==> src/source/ddc_pkg.sv <==
// Shared types, setting addresses and widths for the DDC chain
// Also quarter-wave sine table and 16-bit saturation helpers
package ddc_pkg;

  // Datapath widths
  localparam int SAMP_W          = 16;
  localparam int PHASE_W         = 32;
  localparam int LUT_BITS        = 6;
  localparam int ACC_W           = 32;
  localparam int DECIM_W         = 8;
  localparam int SHIFT_W         = 4;
  localparam int FIFO_DEPTH_LOG2 = 3;

  // Setting bus
  localparam int SR_ADDR_W = 8;
  localparam int SR_DATA_W = 32;

  // User register space, same addresses as the NoC block
  localparam logic [SR_ADDR_W-1:0] SR_FREQ_ADDR     = 8'd132;
  localparam logic [SR_ADDR_W-1:0] SR_SCALE_IQ_ADDR = 8'd133;
  localparam logic [SR_ADDR_W-1:0] SR_DECIM_ADDR    = 8'd134;
  localparam logic [SR_ADDR_W-1:0] SR_MUX_ADDR      = 8'd136;

  // Bit positions inside the mux register
  localparam int MUX_SWAP_BIT   = 0;
  localparam int MUX_BYPASS_BIT = 1;

  // Clip limits of one output component
  localparam int SAMP_MAX = 2**(SAMP_W-1) - 1;
  localparam int SAMP_MIN = -(2**(SAMP_W-1));

  // One quarter of a sine period in table steps
  localparam int LUT_QUARTER = 2**(LUT_BITS-2);

  typedef struct packed {
    logic signed [SAMP_W-1:0] i;
    logic signed [SAMP_W-1:0] q;
  } iq_t;

  typedef struct packed {
    iq_t  iq;
    logic last;
  } in_samp_t;

  typedef struct packed {
    iq_t  iq;
    logic last;
    logic sat;
  } out_samp_t;

  typedef struct packed {
    logic [PHASE_W-1:0] phase_inc;
    logic [DECIM_W-1:0] decim_n;
    logic [SHIFT_W-1:0] scale;
    logic               swap_iq;
    logic               bypass_nco;
  } ddc_cfg_t;

  // sin(k * 2pi / 64) * 32767 for k = 0 .. 16
  localparam logic signed [SAMP_W-1:0] SINE_TABLE [LUT_QUARTER+1] = '{
    16'sd0,     16'sd3212,  16'sd6393,  16'sd9512,  16'sd12539, 16'sd15446,
    16'sd18204, 16'sd20787, 16'sd23170, 16'sd25329, 16'sd27245, 16'sd28898,
    16'sd30273, 16'sd31356, 16'sd32137, 16'sd32609, 16'sd32767
  };

  // Full-period sine from the quarter table, mirrored and negated per quadrant
  function automatic logic signed [SAMP_W-1:0] sine_lut(input logic [LUT_BITS-1:0] idx);
    logic [LUT_BITS-2:0]      offs;
    logic signed [SAMP_W-1:0] mag;
    offs = idx[LUT_BITS-2] ? (LUT_BITS-1)'(LUT_QUARTER) - {1'b0, idx[LUT_BITS-3:0]}
                           : {1'b0, idx[LUT_BITS-3:0]};
    mag  = SINE_TABLE[offs];
    return idx[LUT_BITS-1] ? -mag : mag;
  endfunction

  function automatic logic signed [SAMP_W-1:0] sat_samp(input logic signed [ACC_W:0] x);
    if (x > SAMP_MAX) return SAMP_W'(SAMP_MAX);
    if (x < SAMP_MIN) return SAMP_W'(SAMP_MIN);
    return x[SAMP_W-1:0];
  endfunction

  function automatic logic clips(input logic signed [ACC_W:0] x);
    return (x > SAMP_MAX) || (x < SAMP_MIN);
  endfunction

endpackage
==> src/source/ddc_chain.sv <==
// DDC chain top, settings decoder, input FIFO, mixer, decimator, output FIFO
`timescale 1ns/10ps

module ddc_chain import ddc_pkg::*; (
  input  logic                 i_ce_clk,
  input  logic                 i_rst,
  // Setting bus
  input  logic                 i_set_stb,
  input  logic [SR_ADDR_W-1:0] i_set_addr,
  input  logic [SR_DATA_W-1:0] i_set_data,
  // Input stream
  input  iq_t                  i_tdata,
  input  logic                 i_tlast,
  input  logic                 i_tvalid,
  output logic                 o_tready_in,
  // Output stream
  output iq_t                  o_tdata,
  output logic                 o_tlast,
  output logic                 o_sat,
  output logic                 o_tvalid,
  input  logic                 i_tready_out
);

  ddc_cfg_t  cfg;
  logic      freq_restart;
  logic      decim_restart;

  in_samp_t  in_beat;
  in_samp_t  in_fifo_data;
  logic      in_fifo_valid;
  logic      in_fifo_ready;

  iq_t       mix_data;
  logic      mix_last;
  logic      mix_valid;
  logic      mix_ready;

  out_samp_t dec_data;
  logic      dec_valid;
  logic      dec_ready;

  out_samp_t out_fifo_data;

  assign in_beat.iq   = i_tdata;
  assign in_beat.last = i_tlast;

  assign o_tdata = out_fifo_data.iq;
  assign o_tlast = out_fifo_data.last;
  assign o_sat   = out_fifo_data.sat;

  ddc_settings settings0 (
    .i_ce_clk(i_ce_clk), .i_rst(i_rst),
    .i_set_stb(i_set_stb), .i_set_addr(i_set_addr), .i_set_data(i_set_data),
    .o_cfg(cfg), .o_freq_restart(freq_restart), .o_decim_restart(decim_restart));

  stream_fifo #(.payload_t(in_samp_t)) in_fifo0 (
    .i_ce_clk(i_ce_clk), .i_rst(i_rst),
    .i_data(in_beat), .i_valid(i_tvalid), .o_ready(o_tready_in),
    .o_data(in_fifo_data), .o_valid(in_fifo_valid), .i_ready(in_fifo_ready));

  nco_mixer mixer0 (
    .i_ce_clk(i_ce_clk), .i_rst(i_rst),
    .i_cfg(cfg), .i_freq_restart(freq_restart),
    .i_data(in_fifo_data.iq), .i_last(in_fifo_data.last),
    .i_valid(in_fifo_valid), .o_ready(in_fifo_ready),
    .o_data(mix_data), .o_last(mix_last), .o_valid(mix_valid), .i_ready(mix_ready));

  decim_accum decim0 (
    .i_ce_clk(i_ce_clk), .i_rst(i_rst),
    .i_cfg(cfg), .i_decim_restart(decim_restart),
    .i_data(mix_data), .i_last(mix_last), .i_valid(mix_valid), .o_ready(mix_ready),
    .o_data(dec_data), .o_valid(dec_valid), .i_ready(dec_ready));

  stream_fifo #(.payload_t(out_samp_t)) out_fifo0 (
    .i_ce_clk(i_ce_clk), .i_rst(i_rst),
    .i_data(dec_data), .i_valid(dec_valid), .o_ready(dec_ready),
    .o_data(out_fifo_data), .o_valid(o_tvalid), .i_ready(i_tready_out));

endmodule

==> src/source/decim_accum.sv <==
// Integrate-and-dump decimator over N samples
// Arithmetic shift scaling, 16-bit saturation and last OR over each group
`timescale 1ns/10ps

module decim_accum import ddc_pkg::*; (
  input  logic      i_ce_clk,
  input  logic      i_rst,
  input  ddc_cfg_t  i_cfg,
  input  logic      i_decim_restart,
  input  iq_t       i_data,
  input  logic      i_last,
  input  logic      i_valid,
  output logic      o_ready,
  output out_samp_t o_data,
  output logic      o_valid,
  input  logic      i_ready
);

  logic [DECIM_W-1:0]      n_eff;
  logic [DECIM_W-1:0]      count;
  logic signed [ACC_W-1:0] sum_i;
  logic signed [ACC_W-1:0] sum_q;
  logic                    last_or;

  logic                    accept;
  logic                    group_done;
  logic signed [ACC_W-1:0] next_i;
  logic signed [ACC_W-1:0] next_q;
  logic signed [ACC_W-1:0] scaled_i;
  logic signed [ACC_W-1:0] scaled_q;

  // N of zero behaves as one
  assign n_eff = (i_cfg.decim_n == '0) ? DECIM_W'(1) : i_cfg.decim_n;

  // No new input while a result waits downstream
  assign o_ready    = !o_valid || i_ready;
  assign accept     = i_valid && o_ready;
  assign group_done = (count == n_eff - 1'b1);

  assign next_i   = sum_i + i_data.i;
  assign next_q   = sum_q + i_data.q;
  assign scaled_i = next_i >>> i_cfg.scale;
  assign scaled_q = next_q >>> i_cfg.scale;

  //////////////////////////////////////////////////
  // Group accumulation
  //////////////////////////////////////////////////
  always_ff @(posedge i_ce_clk) begin
    if (i_rst || i_decim_restart) begin
      count   <= '0;
      sum_i   <= '0;
      sum_q   <= '0;
      last_or <= 1'b0;
    end else if (accept) begin
      if (group_done) begin
        count   <= '0;
        sum_i   <= '0;
        sum_q   <= '0;
        last_or <= 1'b0;
      end else begin
        count   <= count + 1'b1;
        sum_i   <= next_i;
        sum_q   <= next_q;
        last_or <= last_or | i_last;
      end
    end
  end

  //////////////////////////////////////////////////
  // Dump register
  //////////////////////////////////////////////////
  always_ff @(posedge i_ce_clk) begin
    if (i_rst) begin
      o_valid <= 1'b0;
    end else begin
      if (o_valid && i_ready) begin
        o_valid <= 1'b0;
      end
      if (accept && group_done) begin
        o_valid <= 1'b1;
      end
    end
  end

  always_ff @(posedge i_ce_clk) begin
    if (accept && group_done) begin
      o_data.iq.i <= sat_samp(scaled_i);
      o_data.iq.q <= sat_samp(scaled_q);
      o_data.sat  <= clips(scaled_i) || clips(scaled_q);
      o_data.last <= last_or | i_last;
    end
  end

  // Count stays inside the group, a new N takes effect with the restart
  a_count_range: assert property (@(posedge i_ce_clk) disable iff (i_rst || i_decim_restart)
    count < n_eff);

endmodule

==> src/source/nco_mixer.sv <==
// NCO and complex mixer with optional IQ swap and bypass
// Two-stage pipeline, both stages frozen by one enable on output stall
`timescale 1ns/10ps

module nco_mixer import ddc_pkg::*; (
  input  logic     i_ce_clk,
  input  logic     i_rst,
  input  ddc_cfg_t i_cfg,
  input  logic     i_freq_restart,
  input  iq_t      i_data,
  input  logic     i_last,
  input  logic     i_valid,
  output logic     o_ready,
  output iq_t      o_data,
  output logic     o_last,
  output logic     o_valid,
  input  logic     i_ready
);

  // Products are Q15, drop the fraction
  localparam int MIX_SHIFT = SAMP_W - 1;

  logic                     pipe_en;
  logic [PHASE_W-1:0]       phase;
  logic [LUT_BITS-1:0]      lut_idx;
  iq_t                      in_swap;

  logic                     s1_valid;
  iq_t                      s1_samp;
  logic signed [SAMP_W-1:0] s1_sin;
  logic signed [SAMP_W-1:0] s1_cos;
  logic                     s1_last;

  logic signed [2*SAMP_W:0] mix_i;
  logic signed [2*SAMP_W:0] mix_q;

  assign pipe_en = !o_valid || i_ready;
  assign o_ready = pipe_en;
  assign lut_idx = phase[PHASE_W-1 -: LUT_BITS];

  always_comb begin
    in_swap = i_data;
    if (i_cfg.swap_iq) begin
      in_swap.i = i_data.q;
      in_swap.q = i_data.i;
    end
  end

  //////////////////////////////////////////////////
  // Phase accumulator
  //////////////////////////////////////////////////
  always_ff @(posedge i_ce_clk) begin
    if (i_rst || i_freq_restart) begin
      phase <= '0;
    end else if (pipe_en && i_valid) begin
      // Sample takes the current phase, next one sees the advanced value
      phase <= phase + i_cfg.phase_inc;
    end
  end

  //////////////////////////////////////////////////
  // Stage one, sample and table lookup
  //////////////////////////////////////////////////
  always_ff @(posedge i_ce_clk) begin
    if (i_rst) begin
      s1_valid <= 1'b0;
    end else if (pipe_en) begin
      s1_valid <= i_valid;
    end
  end

  always_ff @(posedge i_ce_clk) begin
    if (pipe_en && i_valid) begin
      s1_samp <= in_swap;
      s1_sin  <= sine_lut(lut_idx);
      s1_cos  <= sine_lut(lut_idx + LUT_BITS'(LUT_QUARTER));
      s1_last <= i_last;
    end
  end

  //////////////////////////////////////////////////
  // Stage two, complex multiply
  //////////////////////////////////////////////////
  assign mix_i = s1_samp.i * s1_cos + s1_samp.q * s1_sin;
  assign mix_q = s1_samp.q * s1_cos - s1_samp.i * s1_sin;

  always_ff @(posedge i_ce_clk) begin
    if (i_rst) begin
      o_valid <= 1'b0;
    end else if (pipe_en) begin
      o_valid <= s1_valid;
    end
  end

  always_ff @(posedge i_ce_clk) begin
    if (pipe_en && s1_valid) begin
      o_last <= s1_last;
      if (i_cfg.bypass_nco) begin
        o_data <= s1_samp;
      end else begin
        o_data.i <= sat_samp(mix_i >>> MIX_SHIFT);
        o_data.q <= sat_samp(mix_q >>> MIX_SHIFT);
      end
    end
  end

  // Output beat holds while the consumer stalls
  a_hold_stall: assert property (@(posedge i_ce_clk) disable iff (i_rst)
    (o_valid && !i_ready) |=> (o_valid && $stable(o_data) && $stable(o_last)));

endmodule

==> src/source/stream_fifo.sv <==
// Small valid/ready FIFO, circular buffer with occupancy count
// Payload type is a parameter so one module buffers both stream formats
`timescale 1ns/10ps

module stream_fifo import ddc_pkg::*; #(
  parameter type payload_t = logic
) (
  input  logic     i_ce_clk,
  input  logic     i_rst,
  input  payload_t i_data,
  input  logic     i_valid,
  output logic     o_ready,
  output payload_t o_data,
  output logic     o_valid,
  input  logic     i_ready
);

  localparam int DEPTH = 2**FIFO_DEPTH_LOG2;

  payload_t                 mem [DEPTH];
  logic [FIFO_DEPTH_LOG2-1:0] wr_ptr;
  logic [FIFO_DEPTH_LOG2-1:0] rd_ptr;
  logic [FIFO_DEPTH_LOG2:0]   count;
  logic                       wr_en;
  logic                       rd_en;

  assign o_ready = (count != DEPTH[FIFO_DEPTH_LOG2:0]);
  assign o_valid = (count != '0);
  assign o_data  = mem[rd_ptr];

  assign wr_en = i_valid && o_ready;
  assign rd_en = o_valid && i_ready;

  // Storage
  always_ff @(posedge i_ce_clk) begin
    if (wr_en) begin
      mem[wr_ptr] <= i_data;
    end
  end

  // Pointers wrap on their own since the depth is a power of two
  always_ff @(posedge i_ce_clk) begin
    if (i_rst) begin
      wr_ptr <= '0;
      rd_ptr <= '0;
      count  <= '0;
    end else begin
      if (wr_en) begin
        wr_ptr <= wr_ptr + 1'b1;
      end
      if (rd_en) begin
        rd_ptr <= rd_ptr + 1'b1;
      end
      case ({wr_en, rd_en})
        2'b10:   count <= count + 1'b1;
        2'b01:   count <= count - 1'b1;
        default: count <= count;
      endcase
    end
  end

  // Occupancy never passes the depth or wraps below zero
  a_no_write_full: assert property (@(posedge i_ce_clk) disable iff (i_rst)
    count <= DEPTH[FIFO_DEPTH_LOG2:0]);

  // Empty buffer has both pointers on the same slot
  a_no_read_empty: assert property (@(posedge i_ce_clk) disable iff (i_rst)
    (count == '0) |-> (wr_ptr == rd_ptr));

endmodule

==> src/source/ddc_settings.sv <==
// Setting bus decoder for the DDC chain
// Holds the configuration registers and the restart pulses
`timescale 1ns/10ps

module ddc_settings import ddc_pkg::*; (
  input  logic                 i_ce_clk,
  input  logic                 i_rst,
  input  logic                 i_set_stb,
  input  logic [SR_ADDR_W-1:0] i_set_addr,
  input  logic [SR_DATA_W-1:0] i_set_data,
  output ddc_cfg_t             o_cfg,
  output logic                 o_freq_restart,
  output logic                 o_decim_restart
);

  //////////////////////////////////////////////////
  // Register writes
  //////////////////////////////////////////////////
  always_ff @(posedge i_ce_clk) begin
    if (i_rst) begin
      o_cfg           <= '0;
      o_freq_restart  <= 1'b0;
      o_decim_restart <= 1'b0;
    end else begin
      // Pulses last a single cycle
      o_freq_restart  <= 1'b0;
      o_decim_restart <= 1'b0;
      if (i_set_stb) begin
        case (i_set_addr)
          SR_FREQ_ADDR: begin
            o_cfg.phase_inc <= i_set_data[PHASE_W-1:0];
            o_freq_restart  <= 1'b1;
          end
          SR_SCALE_IQ_ADDR: begin
            o_cfg.scale <= i_set_data[SHIFT_W-1:0];
          end
          SR_DECIM_ADDR: begin
            o_cfg.decim_n   <= i_set_data[DECIM_W-1:0];
            o_decim_restart <= 1'b1;
          end
          SR_MUX_ADDR: begin
            o_cfg.swap_iq    <= i_set_data[MUX_SWAP_BIT];
            o_cfg.bypass_nco <= i_set_data[MUX_BYPASS_BIT];
          end
          default: begin
            // Unknown address, nothing changes
          end
        endcase
      end
    end
  end

endmodule

==> config.mk <==
export PLATFORM = sky130hd
export DESIGN_NAME = ddc_chain
export DESIGN_NICKNAME = d
export VERILOG_FILES = /design/src/source/ddc_pkg.sv /design/src/source/ddc_chain.sv /design/src/source/decim_accum.sv /design/src/source/nco_mixer.sv /design/src/source/stream_fifo.sv /design/src/source/ddc_settings.sv
export SDC_FILE = /design/constraint.sdc
export NUM_CORES = 2
export LEC_CHECK = 0
export CAP_MARGIN = 40
export CORE_UTILIZATION = 55
export DETAILED_ROUTE_END_ITERATION = 10
export DONT_BUFFER_PORTS = 1
export GPL_ROUTABILITY_DRIVEN = 0
export PLACE_DENSITY_LB_ADDON = 0.12
export SETUP_SLACK_MARGIN = 0.5
export SLEW_MARGIN = 40
export SYNTH_ARGS = -nofsm -noshare
export SYNTH_HDL_FRONTEND = slang
export SYNTH_SLANG_ARGS = --single-unit
export TNS_END_PERCENT = 10
==> constraint.sdc <==
create_clock -name i_ce_clk -period 18.6 [get_ports i_ce_clk]
set_input_delay 5.58 -clock i_ce_clk [delete_from_list [all_inputs] [get_ports i_ce_clk]]
set_output_delay 5.58 -clock i_ce_clk [all_outputs]
set_load 0.02 [all_outputs]
==> implementation parameters <==
Parameter                              Value

Run status
  Status    finished, final reports clean

Setup path
  RR Endpoint    mixer0.o_data[12]
  Critical path destination    mixer0.o_data[12]
  Kind of start point of the critical path    flip-flop
  RR Startpoint    mixer0.s1_sin[1]
  Arrival time at the worst endpoint    10670 ps
  Maximum fanout count along the critical path    22
  Logic depth of the worst register-to-register path    31
  Top cell by count, worst path    fa_1
  Beginning of the critical path    mixer0.s1_sin[1]
  Worst R2R Setup Slack    8460 ps
  Data required, critical path    19130 ps
  Highest cell delay on the worst timing path    650 ps
  Cell type of the slowest stage on the worst timing path    edfxtp_1
  Setup Crit Path Kind    flip-flop to flip-flop
  Endpoint type of the worst setup path    flip-flop

Synth
  Count of state elements after synthesis    850
  Summed instance area of the synthesized netlist    0.0816 mm2
  Proportion of synthesized chip area in sequential cells    29.1%
  Nets in the synthesized netlist    9286
  Number of synthesized flops with an enable pin    668
  Share of async-settable or async-resettable flops after synthesis    0%
  Count of different cell masters after synthesis    100
  Yosys warning total    0
  Average instance area after synthesis    10.7 um2
  Post-synth top flop    edfxtp_1
  Cell count after synthesis    7607

Clock network
  Root Driver    clkbuf_16
  Post-cts hold buffer count    0
  Buffers inserted during post-CTS setup optimization    0
  Clock Sink Count    850
  Clk_lat worst skew    710 ps
  Number of CTS-inserted buffers    90
  CTS tree    yes
  Maximum level of the CTS H-tree    3
  Clock transition at the registers of the reported paths    70 ps
  Resized cells post-CTS    0
  Maximum buffer depth of the clock tree    3

STA
  Final min period    10140 ps
  Max Transition Viols Final    0
  Number of setup violations in the final report    0
  Hold Slack    456 ps
  RSZ-0062 raised after global routing    no
  Worst slew pin tran    857 ps
  Final-report hold violation count    0
  Fraction of the cycle the final worst path needs    54.5%
  Setup clock skew after layout    39.5 ps
  Maximum frequency from static timing analysis    0.0987 GHz
  Setup Total Neg Slack    0 ps
  Tightest slew margin relative to the limit    42.4%

Detailed routing
  Wire length reported by the detailed router    200 mm
  First-pass iteration count of the detailed router    7
  Number of DRC markers in iteration 0    4134
  Detailed-route DRC error count    0
  Detail-routed via count per cell    5.69
  Total via count after detailed routing    53600
  Drt wl/cell    21.2 um
  Antenna viol nets, final    0

Die
  Die height    387 um
  Die Area    0.150 mm2
  Total number of placement rows    140
  Starting Density    55.7%
  Core Box Area    0.146 mm2
  Top Ports    114
  X dimension of the die    387 um

Run
  Max-cap check violation count    0

Layout
  Number of inserted filler cells in the final layout    12100
  Post-Layout Inst Area    0.0867 mm2
  Net count reported at finish    9116
  Layout Area Growth over Synthesis    6.27%
  Share of cells above drive strength 1    7.67%

GRT
  Number of global-route vias before repair    56300
  Initial antenna violation count    3
  GRT Util Overall    27.6%
  GR Overflow Total    0
  Largest net degree at the start of global routing    83
  First-pass GRT wire length    321 mm

Place
  Post-place instance area    0.0836 mm2
  Number of buffers added on ports    0
  Post-detail-place hpwl    142 mm

Worst hold path
  HP Class    flip-flop to flip-flop
[cell families after synthesis]
group | count (synthesis) | synth area share (%)
AND/OR/NAND/NOR | 2079 | 12.2
buffers and inverters | 1739 | 8.04
adder cells (fa/ha/maj) | 1601 | 35.4
flip-flops | 850 | 29.1
AO/OA/AOI/OAI | 802 | 6.32
multiplexers | 314 | 6.60
XOR/XNOR | 222 | 2.39
[cell usage after synthesis (20+ instances only)]
master	instances	area, um2
or3_1	20	125
clkbuf_1	336	1260
nand2b_1	49	307
nand2_1	841	3160
buf_1	32	120
mux4_2	174	3920
xnor2_1	151	1320
fa_1	1177	23600
nor2_1	326	1220
ha_1	424	5310
o21a_1	42	315
dfxtp_1	182	3640
a211oi_1	26	195
nand3_1	108	541
xor2_1	70	613
nand4_1	21	131
a21o_1	57	428
mux2_2	53	597
mux2i_1	87	871
nor2b_1	36	225
o21ai_0	137	686
nor3_1	61	305
edfxtp_1	668	20100
a21oi_1	312	1560
inv_1	1358	5100
and2_1	538	3370
[area by class of cell]
class / count / area (um2) / area share [%]
antenna: 3 / 7.51 / 0.00866
clock buffer: 114 / 2460 / 2.84
clock inverter: 48 / 582 / 0.671
inverter: 1361 / 5110 / 5.90
multi-input combinational: 5018 / 51500 / 59.4
sequential: 850 / 23700 / 27.4
tap: 1917 / 2400 / 2.77
timing repair buffer: 116 / 918 / 1.06
[worst min-delay path by stage]
stage	from	endpoint	slack, ps	cells past startpoint
2_1_floorplan	mixer0.s1_last	mixer0.o_last	400	0
3_3_place_gp	decim0.last_or	decim0.last_or	440	2
3_5_place_dp	decim0.sum_q[18]	decim0.sum_q[18]	450	2
4_1_cts	mixer0.phase[22]	mixer0.phase[22]	460	2
5_1_grt	mixer0.phase[3]	mixer0.phase[3]	470	2
6_report	mixer0.phase[22]	mixer0.phase[22]	460	2
[layer usage]
| layer | vias to the layer above | global-route usage, % | part of all wire, % |
|---|---|---|---|
| li1 | 24100 | - | - |
| met1 | 27500 | 38.7 | 42 |
| met2 | 1736 | 45.2 | 48 |
| met3 | 311 | 3.74 | 6.4 |
| met4 | 2 | 7.74 | 3.3 |
| met5 | - | 0 | 0.0065 |
[layout by cell type (no fill, tap or decap), types with 106 or more instances in the layout]
| cell type | instances |
|---|---|
| edfxtp_1 | 668 |
| ha_1 | 424 |
| nor2_1 | 320 |
| mux4_2 | 174 |
| dfxtp_1 | 172 |
| and2_1 | 535 |
| fa_1 | 1177 |
| o21ai_0 | 137 |
| inv_1 | 1356 |
| nand2_1 | 839 |
| nand3_1 | 108 |
| a21oi_1 | 310 |
| buf_4 | 106 |
| xnor2_1 | 149 |
[flip-flops by register name (all words and copies together), names as in the netlist, 3 cells and up, named ones only]
register,cells
decim0.count,8
decim0.o_data,34
decim0.sum_i,32
decim0.sum_q,32
in_fifo0.count,4
in_fifo0.mem,264
in_fifo0.rd_ptr,3
in_fifo0.wr_ptr,3
mixer0.o_data,32
mixer0.phase,32
mixer0.s1_cos,16
mixer0.s1_samp,32
mixer0.s1_sin,16
out_fifo0.count,4
out_fifo0.mem,272
out_fifo0.rd_ptr,3
out_fifo0.wr_ptr,3
settings0.o_cfg,46
[per-stage QoR]
step / setup slack (ps) / cells / util, %
detailed placement: 8650 / 9262 / 57.1
finish: 8460 / 9427 / 59.2
floorplan: 9200 / 7607 / -
global route: 7990 / 9424 / 59.2
CTS: 8610 / 9424 / 59.2
global placement: 8660 / 9259 / 57.0
[worst max-delay path, delay by kind of cell, from the launching register on]
family / cells / cell delay [ps]
adder cells (fa/ha/maj): 9 / 4080
AND/OR/NAND/NOR: 3 / 920
AO/OA/AOI/OAI: 11 / 2770
flip-flops: 1 / 650
XOR/XNOR: 1 / 190
buffers and inverters: 7 / 1350
Power is not shown: default switching activity piles up to over one toggle a cycle in this logic, so the estimate is an artifact.
